### config.mk
export PLATFORM = sky130hd
export DESIGN_NAME = hilo_unit
export DESIGN_NICKNAME = d
export VERILOG_FILES = /design/src/cpu_pkg.sv /design/src/hilo_unit.sv
export SDC_FILE = /design/constraint.sdc
export NUM_CORES = 1
export LEC_CHECK = 0
export BUFFER_PORTS_ARGS = -buffer_cell sky130_fd_sc_hd__buf_2
export CELL_PAD_IN_SITES_DETAIL_PLACEMENT = 1
export CELL_PAD_IN_SITES_GLOBAL_PLACEMENT = 1
export CORE_MARGIN = 5
export CORE_UTILIZATION = 39
export CTS_CLUSTER_SIZE = 16
export DETAILED_ROUTE_END_ITERATION = 8
export GPL_ROUTABILITY_DRIVEN = 0
export GPL_TIMING_DRIVEN = 1
export PLACE_DENSITY = 0.89
export SETUP_SLACK_MARGIN = 0.1
export SYNTH_ARGS = -nofsm -noshare
export SYNTH_HDL_FRONTEND = slang
export SYNTH_SLANG_ARGS = --single-unit
export TNS_END_PERCENT = 10
### constraint.sdc
create_clock -name clk -period 1.25 [get_ports clk]
set_input_delay 0.0625 -clock clk [delete_from_list [all_inputs] [get_ports clk]]
set_output_delay 0.0625 -clock clk [all_outputs]
set_load 0.01 [all_outputs]
### src/cpu_pkg.sv
package cpu_pkg;

	localparam int ISSUE_NUM = 2;
	localparam int REG_NUM   = 32;

	typedef logic [31:0] uint32_t;
	typedef logic [63:0] uint64_t;
	typedef logic [4:0]  reg_addr_t;
	typedef logic [31:0] virt_t;

	// primary opcodes
	localparam logic [5:0] OPC_SPECIAL = 6'h00;
	localparam logic [5:0] OPC_ADDIU   = 6'h09;
	localparam logic [5:0] OPC_ORI     = 6'h0d;
	localparam logic [5:0] OPC_LUI     = 6'h0f;

	// SPECIAL function codes
	localparam logic [5:0] FN_SLL   = 6'h00;
	localparam logic [5:0] FN_MFHI  = 6'h10;
	localparam logic [5:0] FN_MFLO  = 6'h12;
	localparam logic [5:0] FN_MULTU = 6'h19;
	localparam logic [5:0] FN_ADDU  = 6'h21;
	localparam logic [5:0] FN_SUBU  = 6'h23;
	localparam logic [5:0] FN_AND   = 6'h24;
	localparam logic [5:0] FN_OR    = 6'h25;
	localparam logic [5:0] FN_XOR   = 6'h26;
	localparam logic [5:0] FN_NOR   = 6'h27;
	localparam logic [5:0] FN_SLTU  = 6'h2b;

	typedef enum logic [3:0] {
		OP_NOP = 4'd0,
		OP_ADDU,
		OP_SUBU,
		OP_AND,
		OP_OR,
		OP_XOR,
		OP_NOR,
		OP_SLTU,
		OP_SLL,
		OP_LUI,
		OP_MULTU,
		OP_MFHI,
		OP_MFLO
	} alu_op_t;

	typedef struct packed {
		logic    we;
		uint64_t wdata;
	} hilo_req_t;

	typedef struct packed {
		logic  read;
		virt_t address;
	} ibus_req_t;

	// lower word of rddata is the instruction at the lower address
	typedef struct packed {
		uint64_t rddata;
		logic    stall;
	} ibus_resp_t;

	typedef struct packed {
		logic    valid;
		virt_t   pc;
		uint32_t instr;
	} fetch_entry_t;

	typedef struct packed {
		logic      valid;
		virt_t     pc;
		alu_op_t   op;
		reg_addr_t rd;
		uint32_t   op_a;
		uint32_t   op_b;
		logic [4:0] shamt;
	} pipeline_decode_t;

	typedef struct packed {
		logic      valid;
		virt_t     pc;
		reg_addr_t rd;
		uint32_t   wdata;
		hilo_req_t hiloreq;
	} pipeline_exec_t;

	typedef struct packed {
		logic      valid;
		virt_t     pc;
		reg_addr_t rd;
		uint32_t   wdata;
	} cpu_commit_t;

endpackage

### src/hilo_unit.sv
`timescale 1ns/1ps

module hilo_unit import cpu_pkg::*; (
	input  logic      clk,
	input  logic      rst_n,
	input  hilo_req_t wb_req,
	output uint64_t   hilo
);

uint64_t hilo_q;

always_ff @(posedge clk or negedge rst_n) begin
	if (~rst_n) begin
		hilo_q <= '0;
	end else if (wb_req.we) begin
		hilo_q <= wb_req.wdata;
	end
end

// bypass the writeback value so EX reads it this cycle
assign hilo = wb_req.we ? wb_req.wdata : hilo_q;

endmodule

# == After elaboration in Yosys (flattened, before gate mapping) ==
# Index checks and enable logic that the tools add are counted.
# totals
regBits,64
in_bits,67
output_inout_bits,64
wordCells,2
# classes
mux,1
# op_table
op,count
$mux W64,1

# == Depth between registers and ports, before layout ==
# depth
ltp_word,1
mapped_depth,3
mapped_depth_nobuf,1

# == Worst setup path before layout ==
# No wires, ideal clock.
# synth_timing
path_type,input to register
from,in wb_req[64] in the netlist's numbering
to,reg hilo_q[10]
setup_ns,0.133
arrival_time_ns,0.698
path_slack_ns,0.419
path_stages,3
path_buffers,2
cell_sequence,buf_6 > buf_12 > mux2_4
# synth_via
elab_chain_len,1
# synth_lines
element,line,text
start: declaration,hilo_unit.sv:6,"input hilo_req_t wb_req,"
$mux W64,--,
net hilo[10],hilo_unit.sv:7,output uint64_t hilo
end signal: assignment,hilo_unit.sv:16,hilo_q <= wb_req.wdata;
end: declaration,hilo_unit.sv:10,uint64_t hilo_q;
# The timed path passes the listed nets, and every way through them passes these cells.

# == Worst setup path after layout ==
# layout_timing
from,reg hilo_q[63]
to,out hilo[63]
# layout_via
elab_chain_len,1
# layout_lines
element,line,text
$mux W64,hilo_unit.sv:21,assign hilo = wb_req.we ? wb_req.wdata : hilo_q;
end: declaration,hilo_unit.sv:7,
# No other way between the ends.

==> flow_metrics.py <==
metrics = {
    "job": {
        "maxCapViolations": 0,
    },
    "setup_path": {
        "start_kind": "flip-flop",
        "crit_path_end_kind": "primary output",
        "r2r-end": "hilo_q[32]",
        "critPathKind": "reg -> out",
        "cp.required_ps": 1190,
        "cp_max_fo": 2,
        "critPathArrivalTime_ps": 1130,
        "reg2reg_from": "hilo_q[32]",
        "setup.reg_to_reg.worst_slack_ps": 350,
        "reg2regPathDepth": 2,
    },
    "route": {
        "wl_mm": 7.17,
        "final_antenna_net_count": 0,
        "detail_route.wl_per_cell_um": 19.5,
        "drt_pass1_iterations": 4,
        "dr_wl_met2_mm": 3.94,
        "total_number_of_vias": 1715,
        "m1WireLength_mm": 2.47,
        "initialDrtViolationCount": 28,
        "detail_route_met3_wl_um": 623,
        "detail_route.drc_violations": 0,
        "post_drt_via_cell_ratio": 4.67,
        "top_layer_used": "met4",
    },
    "place": {
        "numPortBuffers": 130,
        "pre_cts_slack_ps": 258,
        "detailed_place_hpwl_mm": 4.90,
        "placed_cells_incl_taps": 342,
        "placed_cell_area_mm2": 0.00338,
    },
    "global_routing": {
        "grt_start_max_net_pins": 65,
        "groute.usage.overall_pct": 16.6,
        "first_global_vias": 2058,
        "grt_overflow_total": 0,
        "antenna_found_initial": 0,
        "grt_first_pass_wirelength_mm": 10.8,
    },
    "hold_path": {
        "hold-path-cell-count": 2,
        "worst_hold_startpoint": "wb_req[56]",
        "hold_class": "in -> reg",
        "holdPathEnd": "hilo_q[56]",
    },
    "clock_network": {
        "number_of_clock_sinks": 64,
        "clock_tree_buf_depth": 2,
        "tritoncts": "yes",
        "clockRootBuffer": "sky130_fd_sc_hd__clkbuf_8",
        "hold_buffers": 1,
        "cts-buffers-inserted": 9,
        "clkLatencyLatePin_ps": 330,
        "clock_tree.htree_level_count": 3,
        "path_clk_slew_ps": 70,
    },
    "cells_and_area": {
        "largest_register_ffs": 64,
        "nFillCells": 669,
        "post_route_cells_drive_above_1_share_pct": 77.4,
        "antenna-diode-count": 0,
        "layoutNonFillerInstCount": 367,
        "finish.net_count": 349,
        "largest_registers_in_the_final_layout": "hilo_q: 64 flops",
        "summed_area_of_non_filler_cells_in_the_final_layout_mm2": 0.00387,
        "area.growth.synth_to_final_pct": 44.6,
        "largest_register": "hilo_q",
    },
    "sta": {
        "final-setup-viol-count": 0,
        "rsz0062_at_grt": "true",
        "final_hold_viol_count": 51,
        "max_clock_freq_ghz": 0.839,
        "fin_setup_tns_ps": 0,
        "worst_slew_margin_relative_to_its_limit_pct": 77.6,
        "tightest_slew_ps": 337,
        "hold-worst-slack_ps": -31.3,
        "setup_ws_ps": 58.7,
        "final_period_minus_worst_setup_slack_ps": 1190,
        "fin_worst_skew_ps": 0,
        "pins_over_slew_limit": 0,
        "period_share_pct": 95.3,
    },
    "synthesis": {
        "synthesis.area_per_instance_um2": 19.8,
        "synth.lib_cells_used.distinct": 5,
        "synth.top_cell.area_share_pct": 59.8,
        "mappedNetlistNets": 202,
        "synthCells": 135,
        "ys_top_cells_by_area": "sky130_fd_sc_hd__dfrtp_1, sky130_fd_sc_hd__mux2_4, sky130_fd_sc_hd__buf_12",
        "synth_seq_cells": 64,
        "synth-seq-area-share_pct": 59.8,
        "netlist_area_before_placement_mm2": 0.00268,
        "synth.yosys.warnings": 0,
        "synth.largest_area_cell": "sky130_fd_sc_hd__dfrtp_1",
    },
    "power": {
        "vdd_ir_drop_max_mv": 0.981,
        "power_density_mw_per_mm2": 1460,
        "p_leak_nw": 2.03,
    },
    "die": {
        "die_height_um": 92.9,
        "core.rowCount": 30,
        "initial_utilization_pct": 39.6,
        "die_x_um": 92.9,
        "ioPinCount": 131,
        "fp.dieArea_mm2": 0.00863,
        "fp.coreArea_mm2": 0.00676,
    },
    "status": {
        "failing_checks": "hold timing",
        "status": "complete, but fails checks",
    },
}
worst max path at each step:
stage	startpoint	endpoint	slack, ps	cells past startpoint
2_1_floorplan	wb_req[64]	hilo_q[10]	420	3
3_3_place_gp	wb_req[64]	hilo[41]	280	4
3_5_place_dp	wb_req[64]	hilo[50]	260	4
4_1_cts	hilo_q[0]	hilo[0]	40	2
5_1_grt	hilo_q[40]	hilo[40]	-3	2
6_report	hilo_q[63]	hilo[63]	60	2
what timing repair did:
| action | CTS | global route |
|---|---|---|
| buffers inserted | 4 | 4 |
| gates resized for setup | 30 | 6 |
| setup endpoints to repair | 64 | 64 |
| pin swaps | 0 | 0 |
| endpoints found under the hold margin | 124 | 56 |
worst max-delay path: stages (launching register included):
cell and delay, ps:
sky130_fd_sc_hd__dfrtp_1 370, sky130_fd_sc_hd__mux2_2 300, sky130_fd_sc_hd__buf_6 130
power breakdown:
| part | switching, W | leakage (nW) | internal, W | total [W] |
|---|---|---|---|---|
| sequential | 0.0000690 | 0.748 | 0.00228 | 0.00234 |
| combinational | 0.000484 | 1.17 | 0.000678 | 0.00116 |
| clock | 0.000812 | 0.119 | 0.00133 | 0.00214 |
placed cells by master (no fill, tap or decap), drive strengths merged:
cell         count
buf            142
bufinv           3
clkbuf           9
clkinv           3
clkinvlp         1
dfrtp           64
dlygate4sd3      1
mux2            64
cell families (layout without fill, tap and decap cells):
kind of cell	Yosys count	count (layout)	synth area share [%]
buffers and inverters	7	159	4.90
muxes	64	64	35.3
DFF	64	64	59.8
cells in the mapped netlist:
| master | count |
|---|---|
| sky130_fd_sc_hd__mux2_4 | 60 |
| sky130_fd_sc_hd__mux2_2 | 4 |
| sky130_fd_sc_hd__buf_12 | 6 |
| sky130_fd_sc_hd__buf_6 | 1 |
| sky130_fd_sc_hd__dfrtp_1 | 64 |
area by class of cell:
cell class	instances	area, um^2	area share, %
sequential	64	1600	41.3
clock buffer	9	124	3.20
clock inverter	7	120	3.10
multi-input combinational	64	950	24.5
tap	80	100	2.58
timing repair buffer	143	978	25.3
per-layer routing:
layer / vias to the layer above / GRT usage [%]
li1: 764 / -
met1: 851 / 16.3
met2: 86 / 30.5
met3: 14 / 6.90
met4: 0 / 6.72
met5: - / 0
stage by stage:
step | hold slack, ps | power [W] | util, %
3_5_place_dp | 109 | 0.00337 | 50.0
3_3_place_gp | 101 | 0.00333 | 50.0
5_1_grt | -53.5 | 0.00594 | 57.3
2_1_floorplan | -233 | 0.00295 | -
6_report | -31.3 | 0.00565 | 57.3
4_1_cts | -58.0 | 0.00569 | 56.4
(Power assumes the default switching activity.)
