==> config.mk <==
export PLATFORM = sky130hd
export DESIGN_NAME = instr_exec
export DESIGN_NICKNAME = d
export VERILOG_FILES = /design/src/cpu_pkg.sv /design/src/instr_exec.sv
export SDC_FILE = /design/constraint.sdc
export NUM_CORES = 2
export LEC_CHECK = 0
export BUFFER_PORTS_ARGS = -buffer_cell sky130_fd_sc_hd__buf_4
export CAP_MARGIN = 20
export CORE_MARGIN = 5
export CORE_UTILIZATION = 30
export DETAILED_ROUTE_END_ITERATION = 8
export PLACE_DENSITY = 0.56
export SYNTH_ARGS = -nofsm -noshare
export SYNTH_HDL_FRONTEND = slang
export SYNTH_SLANG_ARGS = --single-unit
export TNS_END_PERCENT = 10
==> constraint.sdc <==
create_clock -name clk -period 8.1 [get_ports clk]
set_clock_uncertainty 0.2 [all_clocks]
set_input_delay 0.405 -clock clk [delete_from_list [all_inputs] [get_ports clk]]
set_output_delay 0.405 -clock clk [all_outputs]
set_load 0.02 [all_outputs]
==> src/cpu_pkg.sv <==
package cpu_pkg;

	localparam int ISSUE_NUM = 2;
	localparam int REG_NUM   = 32;

	typedef logic [31:0] uint32_t;
	typedef logic [63:0] uint64_t;
	typedef logic [4:0]  reg_addr_t;
	typedef logic [31:0] virt_t;

	// primary opcodes
	localparam logic [5:0] OPC_SPECIAL = 6'h00;
	localparam logic [5:0] OPC_ADDIU   = 6'h09;
	localparam logic [5:0] OPC_ORI     = 6'h0d;
	localparam logic [5:0] OPC_LUI     = 6'h0f;

	// SPECIAL function codes
	localparam logic [5:0] FN_SLL   = 6'h00;
	localparam logic [5:0] FN_MFHI  = 6'h10;
	localparam logic [5:0] FN_MFLO  = 6'h12;
	localparam logic [5:0] FN_MULTU = 6'h19;
	localparam logic [5:0] FN_ADDU  = 6'h21;
	localparam logic [5:0] FN_SUBU  = 6'h23;
	localparam logic [5:0] FN_AND   = 6'h24;
	localparam logic [5:0] FN_OR    = 6'h25;
	localparam logic [5:0] FN_XOR   = 6'h26;
	localparam logic [5:0] FN_NOR   = 6'h27;
	localparam logic [5:0] FN_SLTU  = 6'h2b;

	typedef enum logic [3:0] {
		OP_NOP = 4'd0,
		OP_ADDU,
		OP_SUBU,
		OP_AND,
		OP_OR,
		OP_XOR,
		OP_NOR,
		OP_SLTU,
		OP_SLL,
		OP_LUI,
		OP_MULTU,
		OP_MFHI,
		OP_MFLO
	} alu_op_t;

	typedef struct packed {
		logic    we;
		uint64_t wdata;
	} hilo_req_t;

	typedef struct packed {
		logic  read;
		virt_t address;
	} ibus_req_t;

	// lower word of rddata is the instruction at the lower address
	typedef struct packed {
		uint64_t rddata;
		logic    stall;
	} ibus_resp_t;

	typedef struct packed {
		logic    valid;
		virt_t   pc;
		uint32_t instr;
	} fetch_entry_t;

	typedef struct packed {
		logic      valid;
		virt_t     pc;
		alu_op_t   op;
		reg_addr_t rd;
		uint32_t   op_a;
		uint32_t   op_b;
		logic [4:0] shamt;
	} pipeline_decode_t;

	typedef struct packed {
		logic      valid;
		virt_t     pc;
		reg_addr_t rd;
		uint32_t   wdata;
		hilo_req_t hiloreq;
	} pipeline_exec_t;

	typedef struct packed {
		logic      valid;
		virt_t     pc;
		reg_addr_t rd;
		uint32_t   wdata;
	} cpu_commit_t;

endpackage

==> src/instr_exec.sv <==
`timescale 1ns/1ps

module instr_exec import cpu_pkg::*; (
	input  logic             clk,
	input  logic             rst_n,
	input  pipeline_decode_t data,
	input  uint64_t          hilo,
	output pipeline_exec_t   result,
	output logic             stall_req
);

logic    mul_done;
uint64_t mul_prod;

// first cycle of multu computes, second cycle hands the product on
assign stall_req = data.valid && data.op == OP_MULTU && ~mul_done;

always_ff @(posedge clk or negedge rst_n) begin
	if (~rst_n)
		mul_done <= 1'b0;
	else
		mul_done <= stall_req;
end

always_ff @(posedge clk) begin
	if (stall_req)
		mul_prod <= {32'b0, data.op_a} * {32'b0, data.op_b};
end

always_comb begin
	result       = '0;
	result.valid = data.valid;
	result.pc    = data.pc;
	result.rd    = data.rd;
	case (data.op)
		OP_ADDU:  result.wdata = data.op_a + data.op_b;
		OP_SUBU:  result.wdata = data.op_a - data.op_b;
		OP_AND:   result.wdata = data.op_a & data.op_b;
		OP_OR:    result.wdata = data.op_a | data.op_b;
		OP_XOR:   result.wdata = data.op_a ^ data.op_b;
		OP_NOR:   result.wdata = ~(data.op_a | data.op_b);
		OP_SLTU:  result.wdata = {31'b0, data.op_a < data.op_b};
		OP_SLL:   result.wdata = data.op_b << data.shamt;
		OP_LUI:   result.wdata = {data.op_b[15:0], 16'b0};
		OP_MFHI:  result.wdata = hilo[63:32];
		OP_MFLO:  result.wdata = hilo[31:0];
		OP_MULTU: begin
			result.hiloreq.we    = mul_done;
			result.hiloreq.wdata = mul_prod;
		end
		default: ;
	endcase
end

endmodule

-- Word-level counts from Yosys, hierarchy flattened
Index checks and enable logic that the tools add are counted.
- $add $sub $neg: 2
- multiply operators: 1
- magnitude comparators: 1
- equal/unequal tests: 12
- shift operators: 1
- mux-type cells: 2
- bitwise gates (word level): 5
- reductions and logical operators: 2
- operators by type and width (operator ; number):
    32-bit one-hot mux with 11 select lines ; 1
    65-bit two-way mux ; 1
    32-bit by 32-bit multiplier with 64-bit output ; 1
    32-bit adder ; 1
    32-bit AND ; 1
    32-bit < comparator ; 1
    32-bit inverter ; 1
    32-bit OR ; 1
    32-bit by 5-bit << shifter with 32-bit output ; 1
    32-bit subtractor ; 1
    32-bit bitwise XOR ; 1
    4-bit equality test, second input constant ; 5
    4-bit by 3-bit equality test with 1-bit output, second input constant ; 4
    4-bit by 2-bit equality test with 1-bit output, second input constant ; 2
    4-bit by 1-bit equality test with 1-bit output, second input constant ; 1
    1-bit logical AND ; 2
    1-bit inverter ; 1
- bits in registers: 65
- input port bits: 177
- output and inout bits: 136
- logic and storage cells: 28

-- Logic depth before layout (Yosys ltp)
- depth after elaboration: 3
- gate-level depth with buffers: 31

-- Worst setup path after synthesis
OpenSTA, ideal clock, no wires.
- path kind: input to register
- start: input data[75] (netlist name)
- end: register mul_done
- setup time: 0.853 ns
- data arrival time: 8.140 ns
- data required time: 7.047 ns
- setup slack: -1.093 ns
- cell stages on the path: 3
- path buffers: 1
- path through: buf_1 -> nand2b_1 -> nor4b_1
- longest elaborated chain between the ends: 3
- ends and longest elaborated chain (item ; RTL line ; text):
    start: declaration ; instr_exec.sv:6 ; input pipeline_decode_t data,
    4-bit equality test ; instr_exec.sv:16 ; assign stall_req = data.valid && data.op == OP_MULTU && ~mul_done;
    1-bit logical AND (2 in a row) ; instr_exec.sv:16 ;
    named net stall_req ; instr_exec.sv:9 ; output logic stall_req
    end signal: assignment ; instr_exec.sv:22 ; mul_done <= stall_req;
    end: declaration ; instr_exec.sv:12 ; logic mul_done;
The timed path passes the listed nets, and every way through them passes these cells.
A chain may end at the register's enable or synchronous reset.

-- Worst setup path in the final report
- start: input data[53] (netlist name)
- end: register mul_prod[63], data pin
- longest elaborated chain between the ends: 1
- ends and longest elaborated chain (item ; RTL line ; text):
    32-bit by 32-bit multiplier with 64-bit output ; instr_exec.sv:27 ; mul_prod <= {32'b0, data.op_a} * {32'b0, data.op_b};
    end signal: assignment ; instr_exec.sv:27 ;
    end: declaration ; instr_exec.sv:13 ; uint64_t mul_prod;
No other way between the ends.

==> impl_metrics.tcl <==
set metrics [dict create \
    run_status "completed" \
    clock-sinks 65 \
    final_antenna_net_count 0 \
    hold_class "input port to async pin" \
    dp_hpwl_um 152100 \
    met1_usage_pct 31.34 \
    path_max_fanout 6 \
    overflow 0 \
    required_ns 8.07 \
    fmax_mhz 126.0 \
    clockBufferDepth 2 \
    period_share_pct 97.96 \
    hold_violations 0 \
    reg2reg_to "mul_prod[13]$_DFFE_PP_" \
    syn-num-nets 6404 \
    critPathSlowestCell "fa_1" \
    cp_common_cell "fa_1" \
    vias 37585 \
    nets 6873 \
    rows 136 \
    r2r_slack_ns 4.89 \
    rsz0062_at_grt "yes" \
    syn-mean-instance-area_um2 8.374 \
    mostFrequentLayoutCell "inv_1" \
    synth_edf_count 64 \
    start_kind "input port" \
    routed_wl_um 177500 \
    cts_tree "done" \
    grt_max_degree 66 \
    clk_pin_slew_ns 0.08 \
    dp_slack_ns -1.057 \
    tightestPinTransition_ns 1.116 \
    setup_viol 0 \
    root_buffer "clkbuf_16" \
    ys_seq_elements 65 \
    synth_warnings 0 \
    yosysSeqAreaShare_pct 4.679 \
    max_stage_delay_ns 0.61 \
    final_cell_mix "inv_1, fa_1, buf_4" \
    area_growth_pct 19.39 \
    h-tree-depth 3 \
    core-area_mm2 0.1377 \
    layout-drive-gt1-share_pct 17.29 \
    die_h_um 382.4 \
    ys_async_sr_fraction_pct 1.538 \
    r2r-start "mul_done$_DFF_PN0_" \
    design_area_mm2 0.04968 \
    grt_pass1_vias 39084 \
    track_usage_pct 24.07 \
    ioPinCount 313 \
    final_util_pct 36.08 \
    worstSetupPathType "input port to flip-flop" \
    antenna_found_initial 11 \
    cts_buffers 9 \
    synthFlopType "edfxtp_1" \
    busiest_layer "met2" \
    grt_pass1_wl_um 260100 \
    dieArea_mm2 0.1462 \
    layout_min_cycle_time_ns 7.935 \
    placed_area_mm2 0.04884 \
    portBuffers 238 \
    use_met2_pct 38.84 \
    netlist_instances 4969 \
    use_met3_pct 5.153 \
    final.setup.worst_slack_ns 0.1649 \
    viasPerCell 5.189 \
    dr.first_iter.drc_count 3490 \
    worstPathArrival_ns 7.91 \
    syn_area_mm2 0.04161 \
    ys_types 86 \
    end_kind "flip-flop" \
    cap_violations 0 \
    place.gp.congestion 0.9929 \
    drt-pass1-iter-count 8 \
    die_w_um 382.4 \
    relSlewSlack_pct 24.61 \
    ff2ff_path_depth 3 \
    wl_per_cell_um 24.50 \
    insertion_delay_ns 0.44 \
    drv_slew 0 \
    drc 0 \
    start_util_pct 30.23 \
]
[layer usage]
metal / part of all wire (%) / wire length, um / vias to the layer above
met5: 0.018 / 32 / -
met4: 5.1 / 9087 / 4
met3: 8.7 / 15480 / 355
met2: 46 / 81610 / 1826
met1: 40 / 71260 / 19113
li1: - / - / 16287
[synth_stat cells, types with 19 or more instances]
cell type,count,area [um^2]
nor2_1,692,2597
xor2_1,26,227.7
and3_1,80,500.5
a221oi_1,25,219.0
nand2_1,586,2200
a222oi_1,19,190.2
fa_1,897,17960
xnor2_1,49,429.2
nor3_1,35,175.2
a21oi_1,176,880.8
clkbuf_1,243,912.1
ha_1,361,4517
mux2i_1,44,440.4
clkinv_1,21,78.83
o21bai_1,27,202.7
a22oi_1,28,210.2
buf_1,47,176.4
edfxtp_1,64,1922
o21ai_0,132,660.6
nand3_1,46,230.2
buf_4,38,285.3
a21o_1,43,322.8
inv_1,980,3679
[worst max path at each step]
stage / start / endpoint / slack [ns] / cells after the start
after floorplan: data[13] / mul_prod[62]$_DFFE_PP_ / 0.09 / 27
after global placement: data[15] / mul_prod[63]$_DFFE_PP_ / -0.97 / 31
after detailed placement: data[15] / mul_prod[63]$_DFFE_PP_ / -1.06 / 31
after CTS: data[15] / mul_prod[63]$_DFFE_PP_ / -0.07 / 31
after global routing: data[17] / mul_prod[63]$_DFFE_PP_ / -0.01 / 29
final: data[53] / mul_prod[63]$_DFFE_PP_ / 0.16 / 31
[sequential cells by signal, summed over array words and instances (netlist names)]
| signal | flops |
|---|---|
| mul_prod | 64 |
| mul_done | 1 |
[through the flow]
step,hold slack [ns],std cells,TNS (ns)
3_5_place_dp,-0.003316,7208,-8.434
2_1_floorplan,-0.09059,4969,0
5_1_grt,0.08210,7238,-0.02412
3_3_place_gp,-0.003219,7208,-7.845
4_1_cts,0.05720,7226,-0.07432
6_report,0.09099,7243,0
[area by class of cell]
class	count	area, um^2
flip-flops and latches	65	1947
repair buffers	795	6481
diodes	7	17.52
multi-input cells	3564	34860
repair inverters	1	5.005
clock inverters	5	81.33
fillers	14267	87990
well taps	1794	2245
clock buffers	10	229.0
inverters	1002	3810
[logic make-up after synthesis]
kind of cell | synth area share (%)
AOI/OAI and AO/OA | 9.875
xor gates and xnor gates | 1.579
adders and majority gates | 54.01
buffers and inverters | 12.46
DFF | 4.679
muxes | 1.979
and+or+nand+nor | 15.41
[timing repair]
item,4_1_cts,5_1_grt
endpoints found under the setup margin,9,15
setup buffers,2,9
hold buffers,1,0
endpoints found under the hold margin,1,0
pin swaps,2,22
cloned,0,1
gates resized for setup,22,73
[critical path: cells and delay by family]
| family | cells | cell delay (ns) |
|---|---|---|
| buffers and inverters | 11 | 1.49 |
| adders and majority gates | 9 | 4.13 |
| xor gates and xnor gates | 1 | 0.11 |
| and+or+nand+nor | 2 | 0.34 |
| AOI/OAI and AO/OA | 8 | 1.43 |
Power is not shown: default switching activity piles up to over one toggle a cycle in this logic, so the estimate is an artifact.
