<file path="src/pipe_reg.sv">
`timescale 1ns/1ps

module pipe_reg #(
	parameter type T = logic [31:0]
) (
	input  logic clk,
	input  logic rst_n,
	input  logic stall,
	input  logic stall_next,
	input  T     d,
	output T     q
);

// stalled stage with a moving successor emits a bubble
always_ff @(posedge clk or negedge rst_n) begin
	if (~rst_n) begin
		q <= '0;
	end else if (stall && ~stall_next) begin
		q <= '0;
	end else if (~stall) begin
		q <= d;
	end
end

endmodule

</file>
<file path="config.mk">
export PLATFORM = sky130hd
export DESIGN_NAME = pipe_reg
export DESIGN_NICKNAME = d
export VERILOG_FILES = /design/src/pipe_reg.sv
export SDC_FILE = /design/constraint.sdc
export NUM_CORES = 1
export LEC_CHECK = 0
export ABC_CLOCK_PERIOD_IN_PS = 870
export BUFFER_PORTS_ARGS = -buffer_cell sky130_fd_sc_hd__buf_2
export CORE_ASPECT_RATIO = 0.7
export CORE_UTILIZATION = 25
export DETAILED_ROUTE_END_ITERATION = 7
export PLACE_DENSITY_LB_ADDON = 0.15
export SETUP_SLACK_MARGIN = 0.15
export SYNTH_ARGS = -nofsm -noshare
export SYNTH_HDL_FRONTEND = slang
export SYNTH_SLANG_ARGS = --single-unit
</file>
<file path="constraint.sdc">
create_clock -name clk -period 0.87 [get_ports clk]
set_clock_uncertainty 0.15 [all_clocks]
set_input_delay 0.0435 -clock clk [delete_from_list [all_inputs] [get_ports clk]]
set_output_delay 0.0435 -clock clk [all_outputs]
set_load 0.05 [all_outputs]
</file>
Word level (Yosys, flattened, before mapping)
Cells that the tools add are included.
{"block": "totals", "ff_bits": 32, "latchBits": 0, "ram_bits": 0, "mem_bits_ro": 0, "inputBits": 36, "elab_cells": 6, "mem_count": 0}
{"block": "classes", "addsub": 0, "multipliers": 0, "n_div": 0, "order_cmp": 0, "eq_ne": 1, "n_shift": 0, "n_mux": 2, "bitwise": 1, "n_reduce_logical": 1}
{"op": "2-to-1 mux 32 bit", "n": 2}
{"op": "!= test 2 x 1 -> 1 bit (second input constant)", "n": 1}
{"op": "logical AND 1 bit", "n": 1}
{"op": "NOT 1 bit", "n": 1}

Logic depth before layout (Yosys ltp)
Gate-level depths: netlist of the first run.
{"block": "depth", "ltp_word": 3, "depth_mapped": 4, "mapped_depth_nobuf": 2}

Worst setup path before layout of the first run
No wires, ideal clock.
{"block": "synth_path", "kind": "flip-flop to flip-flop", "start": "register, netlist name q[29]", "end": "register q[29] (netlist name)", "setup_time_ns": 0.121, "t_arrival_ns": 0.800, "required_time_ns": 0.599, "path_slack_ns": -0.201, "path_stages_with_launch": 2, "period_less_slack_ns": 1.071, "cell_sequence": "dfrtp_1 > a22o_1"}
{"item": "to (signal assigned)", "line": "17", "rtl": "q <= '0;"}
{"item": "to (signal assigned)", "line": "19", "rtl": "q <= '0;"}
{"item": "to (signal assigned)", "line": "21", "rtl": "q <= d;"}
{"item": "to (decl)", "line": "11", "rtl": "output T q"}

Final worst setup path of the first run
{"block": "layout_path", "start": "register q[13] (netlist name)", "end": "output q[13] (netlist name)"}
No word-level cell between the ends.

==> results of run 1 <==
-- cell usage after synthesis --
library cell / count
buf_2: 3
dfrtp_1: 32
inv_1: 1
buf_6: 4
a22o_1: 32
and2_1: 1
-- layout by cell type, fill, tap and decap left out, drive strengths merged --
cell type and count:
inv 1, dfrtp 32, and2 1, buf 82, dlygate4sd3 1, a22o 32
clkbuf 7, bufinv 1
-- per-layer routing --
layer / share of wire (%) / GRT usage [%] / routed length, um / vias to the layer above
li1: - / - / - / 440
met1: 45 / 15.5 / 1310 / 489
met2: 49 / 21.3 / 1440 / 33
met3: 5.7 / 4.35 / 167 / 2
met4: 0.51 / 5.91 / 15 / 0
met5: 0 / 0 / 0 / -
-- per-stage QoR --
step	std cells	setup slack, ps	total power, W	TNS [ps]	area [um^2]
2_1_floorplan	73	-96.7	0.00224	-3090	1190
3_3_place_gp	191	-87.9	0.00249	-2470	1600
3_5_place_dp	191	-113	0.00250	-3090	1600
4_1_cts	202	-191	0.00426	-5930	1960
5_1_grt	212	-213	0.00445	-7860	2050
6_report	212	-180	0.00425	-6390	2050
-- kinds of logic (layout without fill, tap and decap cells) --
kind of cell    Yosys count  after routing  share of synthesized area (%)
buf+inv                   8             92                           5.54
flops                    32             32                           69.6
simple gates              1              1                          0.544
compound gates           32             32                           24.3
-- where the power goes --
group	internal [W]	switching [W]	total, W	leakage (nW)
Clock	0.00101	0.000528	0.00154	0.0645
Combinational	0.000435	0.000572	0.00101	0.552
Sequential	0.00162	0.0000863	0.00170	0.364
Total	0.00306	0.00119	0.00425	0.980
-- final cells by class --
class,count,area share [%]
timing repair buffer,83,35.2
sequential,32,41.1
multi-input combinational,33,14.0
tap,55,3.36
clock inverter,1,1.47
clock buffer,7,4.70
inverter,1,0.183
-- worst min-delay path by stage --
stage	from	endpoint	slack [ps]	depth (start not counted)
floorplan	rst_n	q[0]$_DFFE_PN0P_	-400	0
global placement	rst_n	q[14]$_DFFE_PN0P_	-140	2
detailed placement	rst_n	q[8]$_DFFE_PN0P_	-140	2
CTS	d[7]	q[7]$_DFFE_PN0P_	-170	2
global route	d[23]	q[23]$_DFFE_PN0P_	-170	2
finish	d[15]	q[15]$_DFFE_PN0P_	-160	2
-- repair_timing --
| action | 4_1_cts | 5_1_grt |
|---|---|---|
| setup buffers | 2 | 10 |
| hold endpoints to repair | 64 | 32 |
| gates resized for setup | 68 | 3 |
| pin swaps | 1 | 1 |
| endpoints found under the setup margin | 64 | 64 |
==> impl_results.rst, run 1 <==
.. list-table::
   :header-rows: 1

   * - Metric
     - Value
   * - Clock network latency to the later pin of the worst-skew pair
     - 270 ps
   * - Depth of the worst register-to-register path
     - 2
   * - CORE AREA
     - 4380 um^2
   * - Launch instance of the worst register-to-register path
     - q[8]$_DFFE_PN0P_
   * - CTS HTree Levels
     - 2
   * - Worst Max-Slew Pin Slew
     - 174 ps
   * - Final Util
     - 46.8%
   * - Setup slack of the most critical reg-to-reg path
     - -110 ps
   * - Cell chain of the critical path
     - buf_8
   * - Sum of routed wire length over all layers
     - 2940 um
   * - Reg2reg end
     - q[8]$_DFFE_PN0P_
   * - Overflow left after global routing
     - 0
   * - Hold buffers post-CTS
     - 1
   * - Least setup slack across all paths after layout
     - -180 ps
   * - Pwr dens
     - 2070 nW/um^2
   * - Largest stage delay on the critical path
     - 430 ps
   * - Fill count
     - 415
   * - Fraction of final layout cells sized beyond drive strength 1
     - 77.7%
   * - Full die area
     - 4880 um^2
   * - Clock tree root driver cell
     - clkbuf_8
   * - Die width
     - 83.1 um
   * - Antenna violations before repair
     - 0
   * - Crit path DAT
     - 860 ps
   * - First drt pass iteration count
     - 3
   * - Initial Utilization
     - 26.3%
   * - Sequential cell area fraction in the yosys report
     - 69.6%
   * - Peak VDD IR
     - 0.000820 V
   * - Detail-routed via count per cell
     - 4.55
   * - Routed Antenna Nets
     - 0
   * - Clock tree sinks
     - 32
   * - Summed instance area of the synthesized netlist
     - 1150 um^2
   * - First-pass GRT wire length
     - 4780 um
   * - DRC violations left
     - 0
   * - Final setup violation count
     - 45
   * - CTS tree
     - built
   * - Result of the run
     - finished, violations left
   * - Largest fanout on the critical path
     - 2
   * - Highest achievable clock rate
     - 0.952 GHz
   * - Total number of nets in the final design
     - 192
   * - Final max-slew violation count
     - 0
   * - CP bufs+invs
     - 1
   * - Top post-synthesis cells by area
     - dfrtp_1 (70%), a22o_1 (24%), buf_6 (3.9%)
   * - Number of flip-flops in the largest register
     - 32
   * - Number of logic stages on the critical path including buffering
     - 1
   * - Number of violations reported at the end of detailed-routing iteration 0
     - 61
   * - Routed length per placed instance
     - 13.8 um
   * - Overall fraction of global-route tracks in use
     - 12.9%
   * - Longest Clk Path Bufs
     - 2
   * - Biggest registers after layout
     - q (32)
   * - Y dimension of the die
     - 58.8 um
   * - Port-buffer cells
     - 67
   * - Violations in the final reports
     - hold timing, setup timing
   * - Timing startpoint of the critical path
     - q[13]$_DFFE_PN0P_
   * - Area taken by flip-flops and latches
     - 841 um^2
   * - Most flop-heavy register
     - q
   * - Total inserted antenna cells
     - 0
   * - Max-slew headroom at the worst pin
     - 88.4%
   * - Total leakage power
     - 0.980 nW
   * - Vias in the first global route
     - 985
   * - Number of library cell types mapped by synthesis
     - 6
   * - Largest net degree at the start of global routing
     - 33
   * - YS warnings
     - 0
   * - Kind of launch point of the worst setup path
     - register
   * - Flip-flop and latch count after synthesis
     - 32
   * - Hold slack final
     - -157 ps
   * - Fin. Hold Viols
     - 32
   * - Capturing element type of the critical path
     - primary output
   * - Capturing instance or port of the critical path
     - q[13]
   * - CP max-delay cell
     - dfrtp_2
   * - Site row count
     - 20
   * - Worst Path Class, Setup
     - reg -> out
   * - I/O Pins
     - 68
   * - Vias
     - 964
   * - Total nets after synthesis
     - 109
   * - Number of clock buffers inserted by TritonCTS
     - 5
   * - Maximum Capacitance Violations
     - 0
   * - Final cycle utilization of the critical path
     - 121%
   * - Post-synth top area share
     - 69.6%
   * - Area of combinational cells with multiple inputs
     - 287 um^2
   * - Detailed placer's ending HPWL
     - 1790 um
   * - Unrepaired setup endpoints after global routing
     - true
   * - Tmin final
     - 1050 ps
   * - Cell family with most CP delay
     - flip-flops
   * - Synth-to-Final Area Change
     - 77.9%
   * - Clock edge transition at the registers on the reported setup and hold paths
     - 70 ps
   * - Class of the tightest hold or removal check
     - in -> reg
   * - Post-Synthesis Cells
     - 73
   * - Mean cell area of the mapped netlist
     - 15.8 um^2
   * - CP required
     - 680 ps
   * - Cell type with the largest total area after synthesis
     - dfrtp_1
   * - Routability cong.
     - 0.667
Note: power is estimated with default switching activity, not from simulation.
==> run 2, diff against run 1 <==
--- a/constraint.sdc
+++ b/constraint.sdc
@@ -3,3 +3,3 @@
 set_input_delay 0.0435 -clock clk [delete_from_list [all_inputs] [get_ports clk]]
 set_output_delay 0.0435 -clock clk [all_outputs]
-set_load 0.05 [all_outputs]
+set_load 0.02 [all_outputs]
==> run 2 against run 1 <==
Compared with the run above: the run still ends with hold timing, setup timing left; global-route usage decreased by 0.50 points; wire length decreased by 2.7%; die area unchanged; non-clock buffer count increased by 4; flip-flop and latch count unchanged; largest power group unchanged; register-to-register slack about the same; clock-buffer cell count decreased by 1.
==> impl_results.rst, run 2 (same netlist as run 1, synthesis figures left out) <==
.. list-table::
   :header-rows: 1

   * - Metric
     - Value
   * - Fill count
     - 403
   * - Fraction of final layout cells sized beyond drive strength 1
     - 78.9%
   * - Tmin final
     - 1030 ps
   * - Number of violations reported at the end of detailed-routing iteration 0
     - 44
   * - Class of the tightest hold or removal check
     - in -> reg
   * - Clock edge transition at the registers on the reported setup and hold paths
     - 70 ps
   * - Initial Utilization
     - 26.3%
   * - Worst Path Class, Setup
     - reg -> out
   * - Fin. Hold Viols
     - 32
   * - Largest net degree at the start of global routing
     - 33
   * - Total inserted antenna cells
     - 0
   * - Overall fraction of global-route tracks in use
     - 12.4%
   * - Pwr dens
     - 1760 nW/um^2
   * - Full die area
     - 4880 um^2
   * - Cell chain of the critical path
     - buf_6
   * - Highest achievable clock rate
     - 0.967 GHz
   * - Most common cell after layout, fill and taps aside
     - buf_6
   * - Final setup violation count
     - 48
   * - Least setup slack across all paths after layout
     - -164 ps
   * - Maximum Capacitance Violations
     - 0
   * - Overflow left after global routing
     - 0
   * - Routed length per placed instance
     - 13.2 um
   * - Largest stage delay on the critical path
     - 420 ps
   * - Most flop-heavy register
     - q
   * - Number of logic stages on the critical path including buffering
     - 1
   * - Unrepaired setup endpoints after global routing
     - true
   * - Kind of launch point of the worst setup path
     - register
   * - Biggest registers after layout
     - q (32)
   * - Capturing element type of the critical path
     - primary output
   * - Number of clock buffers inserted by TritonCTS
     - 5
   * - CP required
     - 680 ps
   * - Depth of the worst register-to-register path
     - 2
   * - Synth-to-Final Area Change
     - 79.7%
   * - Largest fanout on the critical path
     - 2
   * - I/O Pins
     - 68
   * - Vias in the first global route
     - 994
   * - Peak VDD IR
     - 0.000639 V
   * - Detail-routed via count per cell
     - 4.43
   * - Max-slew headroom at the worst pin
     - 78.0%
   * - Site row count
     - 20
   * - Hold slack final
     - -156 ps
   * - Clock tree sinks
     - 32
   * - CP bufs+invs
     - 1
   * - Capturing instance or port of the critical path
     - q[17]
   * - Port-buffer cells
     - 67
   * - Total leakage power
     - 0.993 nW
   * - DRC violations left
     - 0
   * - Sum of routed wire length over all layers
     - 2860 um
   * - Longest Clk Path Bufs
     - 2
   * - Clock tree root driver cell
     - clkbuf_8
   * - Worst Max-Slew Pin Slew
     - 331 ps
   * - CTS HTree Levels
     - 2
   * - Die width
     - 83.1 um
   * - Result of the run
     - finished, violations left
   * - Routability cong.
     - 0.657
   * - Launch instance of the worst register-to-register path
     - q[1]$_DFFE_PN0P_
   * - Detailed placer's ending HPWL
     - 1930 um
   * - Worst setup timing slack at the placement stage
     - -42.9 ps
   * - Total number of nets in the final design
     - 196
   * - Cell family with most CP delay
     - flip-flops
   * - CTS tree
     - built
   * - Y dimension of the die
     - 58.8 um
   * - Timing startpoint of the critical path
     - q[17]$_DFFE_PN0P_
   * - Clock network latency to the later pin of the worst-skew pair
     - 280 ps
   * - CP max-delay cell
     - dfrtp_2
   * - Final cycle utilization of the critical path
     - 119%
   * - Reg2reg end
     - q[1]$_DFFE_PN0P_
   * - Vias
     - 956
   * - First-pass GRT wire length
     - 4590 um
   * - Crit path DAT
     - 840 ps
   * - Routed Antenna Nets
     - 0
   * - Most used cells in the layout excluding fill and tap cells
     - buf_6 (48), buf_2 (35), a22o_1 (32), dfrtp_2 (32), clkbuf_8 (6)
   * - Setup slack of the most critical reg-to-reg path
     - -100 ps
   * - CORE AREA
     - 4380 um^2
   * - Violations in the final reports
     - hold timing, setup timing
   * - Number of flip-flops in the largest register
     - 32
   * - Final max-slew violation count
     - 0
   * - Antenna violations before repair
     - 0
   * - First drt pass iteration count
     - 4
   * - Final Util
     - 47.2%
   * - Hold buffers post-CTS
     - 1
run 2: changes by cell type in the layout (fill, tap and decap cells not counted), sizes merged:
| cell | delta |
|---|---|
| buf | +4 |
| clkinv | +2 |
| bufinv | -1 |
| clkbuf | -1 |
run 2: repair_timing:
item	4_1_cts	5_1_grt
hold endpoints to repair	64	32
resized for setup	69	11
setup buffers	7	9
setup endpoints to repair	64	64
run 2: metal layers:
layer / vias up / global-route usage [%] / share of wire [%] / wire [um]
met2: 34 / 18.7 / 48 / 1360
met5: - / 0 / 0 / 0
met1: 469 / 15.5 / 45 / 1280
met4: 0 / 6.65 / 1.0 / 29
met3: 4 / 4.77 / 6.5 / 187
li1: 449 / - / - / -
run 2: report_power, final:
part | switching, W | internal (W)
Combinational | 0.000323 | 0.000456
Sequential | 0.0000902 | 0.00162
Clock | 0.000518 | 0.000630
run 2: worst min-delay path by stage:
stage / cells after the start / slack [ps] / from / endpoint
global route: 2 / -170 / d[8] / q[8]$_DFFE_PN0P_
global placement: 2 / -140 / rst_n / q[8]$_DFFE_PN0P_
CTS: 2 / -170 / d[22] / q[22]$_DFFE_PN0P_
finish: 2 / -160 / d[29] / q[29]$_DFFE_PN0P_
floorplan: 0 / -400 / rst_n / q[0]$_DFFE_PN0P_
detailed placement: 2 / -130 / rst_n / q[8]$_DFFE_PN0P_
run 2: metrics by stage:
stage          power, W  cells  TNS [ps]  hold slack (ps)  area, um^2
2_1_floorplan   0.00199     73      -291             -402        1190
3_3_place_gp    0.00223    191      -761             -140        1590
3_5_place_dp    0.00224    191      -981             -128        1590
4_1_cts         0.00362    207     -5630             -169        1960
5_1_grt         0.00385    216     -7660             -168        2070
6_report        0.00363    216     -6030             -156        2070
run 2: layout make-up:
type / count / area [um^2] / area share (%)
clock buffer: 6 / 82.6 / 3.99
tap: 55 / 68.8 / 3.33
multi-input combinational: 33 / 289 / 14.0
inverter: 1 / 3.75 / 0.181
clock inverter: 2 / 10.0 / 0.484
timing repair buffer: 87 / 773 / 37.4
sequential: 32 / 841 / 40.7
==> run 3, diff against run 2 <==
CORE_UTILIZATION = 42   (was 25)
==> run 3 against run 2 <==
Compared with the run above: the run still ends with hold timing, setup timing left; global-route usage is 8.9 points higher; first-iteration DRC count is 39% higher; core utilization is 36 points higher; design area is 1.6% higher; clock power is 9.6% lower; sequential share of layout area is 0.65 points lower; setup slack worse by 6.4 ps; register-to-register slack worse by 20 ps; combinational power is 9.4% higher; sequential power hardly changed; flip-flop and latch count stayed put; final cell count is 6.9% lower; critical path type unchanged; critical endpoint is now q[2].
==> impl_results.rst, run 3 (same netlist as run 1, synthesis figures left out) <==
.. list-table::
   :header-rows: 1

   * - Metric
     - Value
   * - Depth of the worst register-to-register path
     - 2
   * - Longest Clk Path Bufs
     - 2
   * - Vias in the first global route
     - 992
   * - Busiest metal layer after global routing
     - met2
   * - Total leakage power
     - 1.02 nW
   * - Total number of nets in the final design
     - 203
   * - Launch instance of the worst register-to-register path
     - q[19]$_DFFE_PN0P_
   * - Area taken by flip-flops and latches
     - 841 um^2
   * - Number of violations reported at the end of detailed-routing iteration 0
     - 61
   * - Clock network latency to the later pin of the worst-skew pair
     - 270 ps
   * - Routability cong.
     - 0.632
   * - Clock tree root driver cell
     - clkbuf_8
   * - Vias
     - 1,021
   * - Violations in the final reports
     - hold timing, setup timing
   * - First drt pass iteration count
     - 4
   * - Largest net degree at the start of global routing
     - 33
   * - Number of clock buffers inserted by TritonCTS
     - 5
   * - Overflow left after global routing
     - 0
   * - Clock edge transition at the registers on the reported setup and hold paths
     - 70 ps
   * - Result of the run
     - finished, violations left
   * - Total inserted antenna cells
     - 0
   * - Total instance count after detailed placement
     - 170
   * - Most common cell after layout, fill and taps aside
     - buf_6
   * - Y dimension of the die
     - 45.8 um
   * - Global-route met1 utilization
     - 25.9%
   * - CTS tree
     - built
   * - Met2 layer usage reported by global route
     - 37.7%
   * - Maximum Capacitance Violations
     - 0
   * - Kind of launch point of the worst setup path
     - register
   * - Sum of routed wire length over all layers
     - 3570 um
   * - Detailed placer's ending HPWL
     - 1770 um
   * - Fin. Hold Viols
     - 32
   * - Largest stage delay on the critical path
     - 430 ps
   * - Most used cells in the layout excluding fill and tap cells
     - buf_6 (54), buf_2 (35), a22o_1 (32), dfrtp_2 (32), clkbuf_8 (5)
   * - Class of the tightest hold or removal check
     - in -> reg
   * - Largest fanout on the critical path
     - 2
   * - Hold slack final
     - -155 ps
   * - Worst Min Path Start
     - d[1]
   * - CORE AREA
     - 2530 um^2
   * - Initial Utilization
     - 45.4%
   * - Max-slew headroom at the worst pin
     - 77.8%
   * - Worst Path Class, Setup
     - reg -> out
   * - Overall fraction of global-route tracks in use
     - 21.3%
   * - Biggest registers after layout
     - q (32)
   * - Setup slack of the most critical reg-to-reg path
     - -120 ps
   * - CTS HTree Levels
     - 2
   * - Hold path cells
     - 2
   * - Number of flip-flops in the largest register
     - 32
   * - Final max-slew violation count
     - 0
   * - CP max-delay cell
     - dfrtp_2
   * - Full die area
     - 2960 um^2
   * - Peak VDD IR
     - 0.00151 V
   * - CP bufs+invs
     - 1
   * - DRC violations left
     - 0
   * - Port-buffer cells
     - 67
   * - First-pass GRT wire length
     - 4570 um
   * - Reg2reg end
     - q[19]$_DFFE_PN0P_
   * - Final cycle utilization of the critical path
     - 120%
   * - Hold buffers post-CTS
     - 1
   * - Capturing element type of the critical path
     - primary output
   * - Tmin final
     - 1040 ps
   * - Cell family with most CP delay
     - flip-flops
   * - Routed length per placed instance
     - 17.8 um
   * - Routed Antenna Nets
     - 0
   * - Clock tree sinks
     - 32
   * - Global routing met3 resource utilization
     - 5.00%
   * - Fill count
     - 137
   * - Area of combinational cells with multiple inputs
     - 289 um^2
   * - Final setup violation count
     - 55
   * - Pwr dens
     - 1720 nW/um^2
   * - Highest achievable clock rate
     - 0.961 GHz
   * - Worst Max-Slew Pin Slew
     - 333 ps
   * - Most flop-heavy register
     - q
   * - I/O Pins
     - 68
   * - Synth-to-Final Area Change
     - 82.6%
   * - Crit path DAT
     - 850 ps
   * - Final standard cell count with taps included and fillers excluded
     - 201
   * - Fraction of final layout cells sized beyond drive strength 1
     - 79.0%
   * - CP required
     - 680 ps
   * - Unrepaired setup endpoints after global routing
     - true
   * - Detail-routed via count per cell
     - 5.08
   * - Least setup slack across all paths after layout
     - -170 ps
   * - Site row count
     - 15
   * - Cell chain of the critical path
     - buf_6
   * - Die width
     - 64.6 um
   * - Antenna violations before repair
     - 0
   * - Hold path endpoint
     - q[1]$_DFFE_PN0P_
run 3: changes by cell type in the layout (fill, tap and decap cells not counted):
| cell | before | now |
|---|---|---|
| clkbuf_1 | 0 | 1 |
| buf_4 | 1 | 2 |
| clkinv_2 | 2 | 1 |
| buf_6 | 48 | 54 |
| clkbuf_8 | 6 | 5 |
run 3: cell type report:
class	instances	area share, %
multi-input cells	33	13.7
well taps	34	2.02
repair buffers	94	40.4
inverters	1	0.179
clock buffers	6	3.45
flip-flops and latches	32	40.0
clock inverters	1	0.238
run 3: metrics by stage:
stage	power, W	cell area (um^2)	setup slack, ps	TNS (ps)	util (%)
after global routing	0.00374	2100	-185	-8130	83.0
final	0.00361	2100	-170	-7130	83.0
after floorplan	0.00199	1190	-9.08	-291	-
after detailed placement	0.00224	1560	-47.1	-1010	61.5
after global placement	0.00222	1560	-23.4	-508	61.5
after CTS	0.00350	1960	-160	-5520	77.3
run 3: power by group:
group / total (W) / internal, W / switching (W)
Clock: 0.00104 / 0.000543 / 0.000495
Sequential: 0.00172 / 0.00162 / 0.000101
Combinational: 0.000852 / 0.000497 / 0.000355
Total: 0.00361 / 0.00266 / 0.000951
run 3: worst max path at each step:
stage,startpoint,to,cells after the start
6_report,q[2]$_DFFE_PN0P_,q[2],1
5_1_grt,q[2]$_DFFE_PN0P_,q[2],1
4_1_cts,q[17]$_DFFE_PN0P_,q[17],1
3_5_place_dp,stall_next,q[17]$_DFFE_PN0P_,3
3_3_place_gp,stall_next,q[20]$_DFFE_PN0P_,3
2_1_floorplan,q[0]$_DFFE_PN0P_,q[0]$_DFFE_PN0P_,1
run 3: layer usage:
layer / up-vias / wire, um
met5: - / 0
met4: 0 / 44
met3: 6 / 210
met2: 50 / 1900
met1: 500 / 1410
li1: 465 / -
run 3: repair_timing:
item | 4_1_cts | 5_1_grt
setup buffers | 10 | 13
resized for setup | 74 | 12
endpoints found under the setup margin | 64 | 64
endpoints found under the hold margin | 64 | 32
